File: src/bf16_cast_pkg.sv
package bf16_cast_pkg;

	// bfloat16 field widths
	localparam int BF16_EXP_WIDTH = 8;
	localparam int BF16_MANT_WIDTH = 7;

	// widest integer the CPU handles
	localparam int INT_WIDTH = 64;

	localparam logic [BF16_EXP_WIDTH-1:0] BF16_BIAS = 8'd127;
	// all-ones exponent marks infinity and NaN
	localparam logic [BF16_EXP_WIDTH-1:0] BF16_MAX_EXP = 8'd255;

	typedef struct packed
	{
		logic sign;
		logic [BF16_EXP_WIDTH-1:0] enc_exp;
		logic [BF16_MANT_WIDTH-1:0] enc_mantissa;
	} bf16_t;

	typedef enum logic [1:0]
	{
		TypSz8,
		TypSz16,
		TypSz32,
		TypSz64
	} type_size_e;

	typedef enum logic
	{
		OpFromInt,
		OpToInt
	} cast_op_e;

	typedef struct packed
	{
		cast_op_e op;
		// integer, or the bfloat16 in the low 16 bits
		logic [INT_WIDTH-1:0] operand;
		type_size_e type_size;
		logic type_signed;
	} cast_req_t;

	typedef struct packed
	{
		logic [INT_WIDTH-1:0] data;
		cast_op_e op;
	} cast_res_t;

	// ones over the bits that belong to the selected integer size
	function automatic logic [INT_WIDTH-1:0] type_mask(input type_size_e size);
		case (size)
		TypSz8: type_mask = 64'h0000_0000_0000_00ff;
		TypSz16: type_mask = 64'h0000_0000_0000_ffff;
		TypSz32: type_mask = 64'h0000_0000_ffff_ffff;
		default: type_mask = '1;
		endcase
	endfunction

	// sign position of the selected size, also the most negative value
	function automatic logic [INT_WIDTH-1:0] type_top_bit(input type_size_e size);
		logic [INT_WIDTH-1:0] mask;
		mask = type_mask(size);
		type_top_bit = mask & ~(mask >> 1);
	endfunction

endpackage

File: src/bf16_clz.sv
`timescale 1ns/1ns

module bf16_clz
#(
	parameter int WIDTH = 64
)
(
	input logic [WIDTH-1:0] in,
	output logic [$clog2(WIDTH):0] count
);

	localparam int LEVELS = $clog2(WIDTH);

	// stage[LEVELS] is the raw input, stage[0] is fully left-justified
	logic [WIDTH-1:0] stage [0:LEVELS];
	// one count bit per halving test
	logic [LEVELS-1:0] hit;

	assign stage[LEVELS] = in;

	// widest test first, each one looks at the top 2**k bits
	for (genvar k = LEVELS - 1; k >= 0; k--)
	begin : g_level
		localparam int SPAN = 1 << k;

		assign hit[k] = (stage[k+1][WIDTH-1 -: SPAN] == '0);
		assign stage[k] = hit[k] ? (stage[k+1] << SPAN) : stage[k+1];
	end

	// a zero top bit after every shift means the input had no ones
	assign count = stage[0][WIDTH-1] ? {1'b0, hit} : (LEVELS + 1)'(WIDTH);

endmodule

File: src/bf16_from_int.sv
`timescale 1ns/1ns

module bf16_from_int import bf16_cast_pkg::*;
(
	input logic clk,
	input logic rst,
	input logic start,
	input logic [INT_WIDTH-1:0] operand,
	input type_size_e type_size,
	input logic type_signed,
	output logic valid,
	output bf16_t data
);

	localparam int CLZ_WIDTH = $clog2(INT_WIDTH) + 1;

	typedef enum logic
	{
		StIdle,
		StFinishing
	} state_e;

	state_e state;

	logic [INT_WIDTH-1:0] mask;
	logic neg;
	logic [INT_WIDTH-1:0] abs_val;

	// captured on start
	logic [INT_WIDTH-1:0] mag_q;
	logic sign_q;

	// normalizer output
	logic [CLZ_WIDTH-1:0] lz;
	logic [INT_WIDTH-1:0] norm;
	logic [BF16_EXP_WIDTH-1:0] exp_q;
	logic [BF16_MANT_WIDTH-1:0] mant_q;
	logic zero_q;
	logic pack_q;

	assign mask = type_mask(type_size);
	assign neg = type_signed && ((operand & type_top_bit(type_size)) != '0);

	// sign-extend before negating so the most negative value stays exact
	assign abs_val = neg ? -(operand | ~mask) : (operand & mask);

	bf16_clz #(
		.WIDTH(INT_WIDTH)
	) clz_inst (
		.in(mag_q),
		.count(lz)
	);

	// leading one lands on the top bit
	assign norm = mag_q << lz;

	always_ff @(posedge clk)
	begin
		if (rst)
		begin
			state <= StIdle;
			pack_q <= 1'b0;
			valid <= 1'b0;
		end
		else
		begin
			valid <= pack_q;
			pack_q <= 1'b0;
			case (state)
			StIdle:
			begin
				if (start)
				begin
					state <= StFinishing;
				end
			end
			StFinishing:
			begin
				state <= StIdle;
				pack_q <= 1'b1;
			end
			default:
			begin
				state <= StIdle;
			end
			endcase
		end
	end

	always_ff @(posedge clk)
	begin
		if ((state == StIdle) && start)
		begin
			mag_q <= abs_val;
			sign_q <= neg;
		end

		if (state == StFinishing)
		begin
			// leading one sits at bit 63 - lz
			exp_q <= BF16_BIAS + 8'(INT_WIDTH - 1) - 8'(lz);
			// bits below the leading one, truncated
			mant_q <= norm[INT_WIDTH-2 -: BF16_MANT_WIDTH];
			zero_q <= (mag_q == '0);
		end

		if (pack_q)
		begin
			if (zero_q)
			begin
				data <= '0;
			end
			else
			begin
				data.sign <= sign_q;
				data.enc_exp <= exp_q;
				data.enc_mantissa <= mant_q;
			end
		end
	end

endmodule

File: src/bf16_to_int.sv
`timescale 1ns/1ns

module bf16_to_int import bf16_cast_pkg::*;
(
	input logic clk,
	input logic rst,
	input logic start,
	input bf16_t operand,
	input type_size_e type_size,
	input logic type_signed,
	output logic valid,
	output logic [INT_WIDTH-1:0] data
);

	typedef enum logic [1:0]
	{
		StIdle,
		StShift,
		StFinishing
	} state_e;

	state_e state;

	// captured on start
	bf16_t op_q;
	type_size_e size_q;
	logic signed_q;
	logic signed [8:0] exp_q;

	// shift stage results
	logic [INT_WIDTH-1:0] mag_q;
	logic ovf_q;
	logic fin_q;

	logic [INT_WIDTH-1:0] mask;
	logic [INT_WIDTH-1:0] top_bit;
	logic signed [8:0] limit;
	logic [INT_WIDTH-1:0] mag;
	logic [INT_WIDTH-1:0] result;

	assign mask = type_mask(size_q);
	assign top_bit = type_top_bit(size_q);

	// first unbiased exponent that no longer fits
	always_comb
	begin
		case (size_q)
		TypSz8: limit = 9'sd8;
		TypSz16: limit = 9'sd16;
		TypSz32: limit = 9'sd32;
		default: limit = 9'sd64;
		endcase
		// the sign bit costs one magnitude bit
		if (signed_q)
			limit = limit - 9'sd1;
	end

	// 1.mantissa placed at the top, then moved down by 63 - exp
	always_comb
	begin
		if (exp_q[8] || (op_q.enc_exp == '0))
			mag = '0;
		else
			mag = {1'b1, op_q.enc_mantissa, {(INT_WIDTH - 8){1'b0}}} >> (~exp_q[5:0]);
	end

	// saturation rules, then the sign
	always_comb
	begin
		if (signed_q)
		begin
			if (ovf_q)
				result = top_bit;
			else if (op_q.sign)
				result = -mag_q;
			else
				result = mag_q;
		end
		else
		begin
			// negative never maps to an unsigned value, even -inf
			if (op_q.sign)
				result = '0;
			else if (ovf_q)
				result = mask;
			else
				result = mag_q;
		end
	end

	always_ff @(posedge clk)
	begin
		if (rst)
		begin
			state <= StIdle;
			fin_q <= 1'b0;
			valid <= 1'b0;
		end
		else
		begin
			valid <= fin_q;
			fin_q <= 1'b0;
			case (state)
			StIdle:
			begin
				if (start)
				begin
					state <= StShift;
				end
			end
			StShift:
			begin
				state <= StFinishing;
			end
			StFinishing:
			begin
				state <= StIdle;
				fin_q <= 1'b1;
			end
			default:
			begin
				state <= StIdle;
			end
			endcase
		end
	end

	always_ff @(posedge clk)
	begin
		if ((state == StIdle) && start)
		begin
			op_q <= operand;
			size_q <= type_size;
			signed_q <= type_signed;
			exp_q <= $signed({1'b0, operand.enc_exp}) - $signed({1'b0, BF16_BIAS});
		end

		if (state == StShift)
		begin
			mag_q <= mag;
			ovf_q <= (op_q.enc_exp == BF16_MAX_EXP) || (exp_q >= limit);
		end

		// bits above the selected width are cleared
		if (state == StFinishing)
		begin
			data <= result & mask;
		end
	end

endmodule

File: src/bf16_cast_result.sv
`timescale 1ns/1ns

module bf16_cast_result import bf16_cast_pkg::*;
(
	input logic clk,
	input logic rst,
	input logic start,
	input cast_op_e op,
	input logic from_valid,
	input bf16_t from_data,
	input logic to_valid,
	input logic [INT_WIDTH-1:0] to_data,
	output logic from_start,
	output logic to_start,
	output logic ready,
	output logic done,
	output cast_res_t res
);

	logic busy;
	cast_op_e pend_op;
	logic accept;
	logic eng_valid;
	logic [INT_WIDTH-1:0] eng_data;

	// starts while busy are dropped
	assign accept = start && !busy;
	assign ready = !busy;

	assign from_start = accept && (op == OpFromInt);
	assign to_start = accept && (op == OpToInt);

	// only the engine that got the command is listened to
	assign eng_valid = (pend_op == OpFromInt) ? from_valid : to_valid;
	assign eng_data = (pend_op == OpFromInt) ?
		{{(INT_WIDTH - 16){1'b0}}, from_data} : to_data;

	always_ff @(posedge clk)
	begin
		if (rst)
		begin
			busy <= 1'b0;
			pend_op <= OpFromInt;
			done <= 1'b0;
			res <= '0;
		end
		else
		begin
			done <= 1'b0;
			if (accept)
			begin
				busy <= 1'b1;
				pend_op <= op;
			end
			else if (busy && eng_valid)
			begin
				busy <= 1'b0;
				done <= 1'b1;
				res.data <= eng_data;
				res.op <= pend_op;
			end
		end
	end

endmodule

File: src/bf16_cast_unit.sv
`timescale 1ns/1ns

module bf16_cast_unit import bf16_cast_pkg::*;
(
	input logic clk,
	input logic rst,
	input logic start,
	input cast_req_t req,
	output logic ready,
	output logic done,
	output cast_res_t res
);

	logic from_start;
	logic to_start;
	logic from_valid;
	logic to_valid;
	bf16_t from_data;
	logic [INT_WIDTH-1:0] to_data;

	bf16_from_int from_int_inst (
		.clk(clk),
		.rst(rst),
		.start(from_start),
		.operand(req.operand),
		.type_size(req.type_size),
		.type_signed(req.type_signed),
		.valid(from_valid),
		.data(from_data)
	);

	// the bfloat16 rides in the low half-word of the operand
	bf16_to_int to_int_inst (
		.clk(clk),
		.rst(rst),
		.start(to_start),
		.operand(req.operand[15:0]),
		.type_size(req.type_size),
		.type_signed(req.type_signed),
		.valid(to_valid),
		.data(to_data)
	);

	bf16_cast_result result_inst (
		.clk(clk),
		.rst(rst),
		.start(start),
		.op(req.op),
		.from_valid(from_valid),
		.from_data(from_data),
		.to_valid(to_valid),
		.to_data(to_data),
		.from_start(from_start),
		.to_start(to_start),
		.ready(ready),
		.done(done),
		.res(res)
	);

endmodule

File: config.mk
export PLATFORM = sky130hd
export DESIGN_NAME = bf16_cast_unit
export DESIGN_NICKNAME = d
export VERILOG_FILES = /design/src/bf16_cast_pkg.sv /design/src/bf16_clz.sv /design/src/bf16_from_int.sv /design/src/bf16_to_int.sv /design/src/bf16_cast_result.sv /design/src/bf16_cast_unit.sv
export SDC_FILE = /design/constraint.sdc
export NUM_CORES = 1
export LEC_CHECK = 0
export BUFFER_PORTS_ARGS = -buffer_cell sky130_fd_sc_hd__buf_2
export CAP_MARGIN = 10
export CORE_AREA = 2 2 240 242
export DETAILED_ROUTE_END_ITERATION = 8
export DIE_AREA = 0 0 242 244
export REMOVE_ABC_BUFFERS = 1
export SLEW_MARGIN = 20
export SYNTH_ARGS = -nofsm -noshare
export SYNTH_HDL_FRONTEND = slang
export SYNTH_SLANG_ARGS = --single-unit
File: constraint.sdc
create_clock -name clk -period 13.5 [get_ports clk]
set_input_delay 1.35 -clock clk [delete_from_list [all_inputs] [get_ports clk]]
set_output_delay 1.35 -clock clk [all_outputs]
set_load 0.05 [all_outputs]
==> impl_metrics.ini <==
[logic_synthesis]
synth_ff_type = edfxtp_1
synth_edf_count = 254
synth-seq-cells = 329
synth_cell_type_count = 87
avgSynthCellArea_um2 = 9.35
yosysWarnings = 0
seq_area_frac_synth_pct = 46.7
postSynthCellCount = 2093
syn-cell-area_um2 = 19600
async_flop_share_pct = 0

[timing]
fmax_ghz = 0.149
fin_crit_ps = 6730
relSlewSlack_pct = 23.6
period_share_pct = 49.9
tightest_slew_ps = 1140
layout_setup_ws_ps = 6770
hold_viol_final = 0
fin_skew_ps = 23.9
finalSetupViolCount = 0
rsz0062_at_grt = no
tns_ps = 0
final-max-slew-violation-count = 0

[global_route]
track_usage_pct = 20.9
antenna_found_initial = 3
overflow = 0
grt_pass1_wl_um = 96800
first_global_vias = 15800
grt_max_degree = 87

[worst_setup_path]
crit_arrival_ps = 7050
worst-r2r-cell-count = 12
reg2reg_from = from_int_inst.mag_q[34]
endpoint_kind = flop
critPathLaunchType = flop
cp_max_fo = 53
r2r_setup_slack_ps = 6770
cp.required_ps = 13820
r2r_end = from_int_inst.mant_q[3]
critPathKind = reg -> reg

[clock_tree]
cts-buffers-inserted = 39
clock_latency_ps = 580
path_clk_slew_ps = 60
cts_sinks = 329
cts_tree = built
cts_hold_buf = 0
cts_max_level = 2
post_cts_buffers = 0
cts_buffer_depth = 3
cts_root_buf = clkbuf_16
cts-resized-gates = 0

[floorplan]
num_rows = 87
ioPinCount = 138
die-area_um2 = 59000
core_area_um2 = 56200
floorplan.initialDensity_pct = 34.8
die_w_um = 242
die_h_um = 244

[finish]
drive_gt1_share_pct = 12.5
area_growth_pct = 13.2
stdcell_count = 2949
final_util_pct = 39.4
final_nets = 2245

[worst_hold_path]
hold_end = to_int_inst.valid
min_path_cells = 1
hp-start = to_int_inst.fin_q
hp-class = reg -> reg

[power]
vdd_ir_drop_max_uv = 69.1
total_power_uw = 2410
p_per_area_nw_per_um2 = 109
p_leak_uw = 0.00758

[route]
routedWlPerCell_um = 21.8
drtIter0Drc = 1593
firstDrtPassIters = 5
drcViolationCount = 0
routed_wl_um = 64300
routed_via_density = 5.80
vias = 17100
drtAntennaViolNets = 0

[placed_design]
post-place-ws_ps = 6860
dpl.hpwl_um = 46300
io_buffer_count = 137
dp_cells = 2876
place_congestion = 0.925

[job]
drv_cap = 0

[run_status]
status = completed
registers in the layout, summed over array words and instances (netlist names), 2 cells and up:
register / cells
to_int_inst.exp_q: 9
result_inst.res: 65
from_int_inst.mant_q: 7
from_int_inst.mag_q: 64
to_int_inst.mag_q: 64
from_int_inst.exp_q: 8
to_int_inst.state: 2
to_int_inst.op_q: 16
from_int_inst.data: 16
to_int_inst.data: 64
to_int_inst.size_q: 2
cell families (layout without fill, tap and decap cells):
| family | after synthesis | in the layout | synth area share [%] |
|---|---|---|---|
| xor gates and xnor gates | 60 | 60 | 2.69 |
| buffers and inverters | 167 | 265 | 3.28 |
| and+or+nand+nor | 858 | 858 | 21.8 |
| muxes | 78 | 78 | 4.16 |
| adders and majority gates | 12 | 12 | 0.767 |
| DFF | 329 | 329 | 46.7 |
| AOI/OAI and AO/OA | 589 | 589 | 20.7 |
| other | 0 | 2 | 0 |
power by group:
part / total, uW / switching, uW / leakage (uW) / internal (uW)
combinational: 247 / 156 / 0.00410 / 90.9
clock: 991 / 434 / 0.000585 / 558
sequential: 1170 / 49.2 / 0.00290 / 1120
worst max-delay path by stage:
stage                            start                      end  depth (start not counted)
6_report       from_int_inst.mag_q[34]  from_int_inst.mant_q[3]                         12
5_1_grt        from_int_inst.mag_q[34]  from_int_inst.mant_q[3]                         13
2_1_floorplan  from_int_inst.mag_q[34]  from_int_inst.mant_q[5]                         13
3_3_place_gp   from_int_inst.mag_q[34]  from_int_inst.mant_q[3]                         13
3_5_place_dp   from_int_inst.mag_q[34]  from_int_inst.mant_q[3]                         12
4_1_cts        from_int_inst.mag_q[34]  from_int_inst.mant_q[3]                         12
layer usage:
metal / wire length [um] / up-vias / GRT usage, %
li1: - / 8072 / -
met1: 28700 / 8217 / 29.1
met2: 28800 / 683 / 32.2
met3: 4440 / 137 / 3.42
met4: 2390 / 2 / 8.88
met5: 12 / - / 0
through the flow:
stage	cell area, um2	hold slack (ps)
after detailed placement	20900	426
after global placement	20900	424
final	22100	446
after CTS	22100	452
after floorplan	19000	414
after global routing	22100	469
synthesized netlist by cell type (all sizes together), types with 8 or more instances:
master	n	share of area, %
a22o	51	2.3
nor2	284	5.5
o211ai	9	0.42
nor4	46	1.6
o22ai	35	1.1
buf	26	0.58
a31oi	35	1.1
o21ai	71	1.8
ha	12	0.77
nor3	56	1.4
a22oi	21	0.81
inv	30	0.58
o31ai	17	0.65
nand2	177	3.4
and3	18	0.58
o221ai	13	0.58
o22a	44	2.0
nor3b	37	1.4
nand3	48	1.3
a211oi	27	1.1
or4	20	0.83
xor2	26	1.2
or2	11	0.35
and2	39	1.2
nand2b	16	0.51
a21oi	170	4.3
dfxtp	75	7.7
nor2b	48	1.5
a21boi	9	0.35
a21o	10	0.38
mux2i	69	3.5
clkbuf	110	2.1
o2111ai	8	0.36
edfxtp	254	39
or3	26	0.83
nand4	11	0.35
xnor2	34	1.5
cell usage in the layout, fill, tap and decap left out, types with 8 or more instances in the layout:
master / count
nor2b_1: 46
nand4_1: 11
o22a_1: 44
nand3_1: 47
buf_2: 137
or3_1: 26
nor2_1: 280
dfxtp_1: 74
o31ai_1: 17
or2_2: 11
a22oi_1: 21
nand2b_1: 16
edfxtp_1: 254
clkbuf_1: 12
o2111ai_1: 8
buf_4: 26
o22ai_1: 35
o221ai_1: 13
inv_1: 30
xor2_1: 26
nor3b_1: 37
nor4_1: 44
o211ai_1: 8
a21o_1: 10
a21boi_0: 9
and3_1: 18
a31oi_1: 35
a21oi_1: 169
nand2_1: 175
o21ai_0: 67
mux2i_1: 69
a211oi_1: 26
xnor2_1: 34
a22o_1: 51
ha_1: 12
or4_1: 17
nor3_1: 54
clkbuf_16: 39
and2_1: 39
critical path: stages, from the launching register on:
cell      delay [ps]
edfxtp_1         500
or4_4            590
or4_1            690
nor4_4           790
nand3_2          320
nand3_1          340
and2_1           380
nand2_4          430
o21ai_1          990
o41ai_1          210
or4_1            520
or4_1            540
o221a_2          140
area by class of cell:
class / instances / area, um2
inverters: 31 / 116
fillers: 5633 / 34000
clock inverters: 16 / 130
diodes: 2 / 5.00
multi-input cells: 1597 / 9850
clock buffers: 54 / 1060
well taps: 756 / 946
repair buffers: 164 / 901
flip-flops and latches: 329 / 9130
Note: power is estimated with default switching activity, not from simulation.
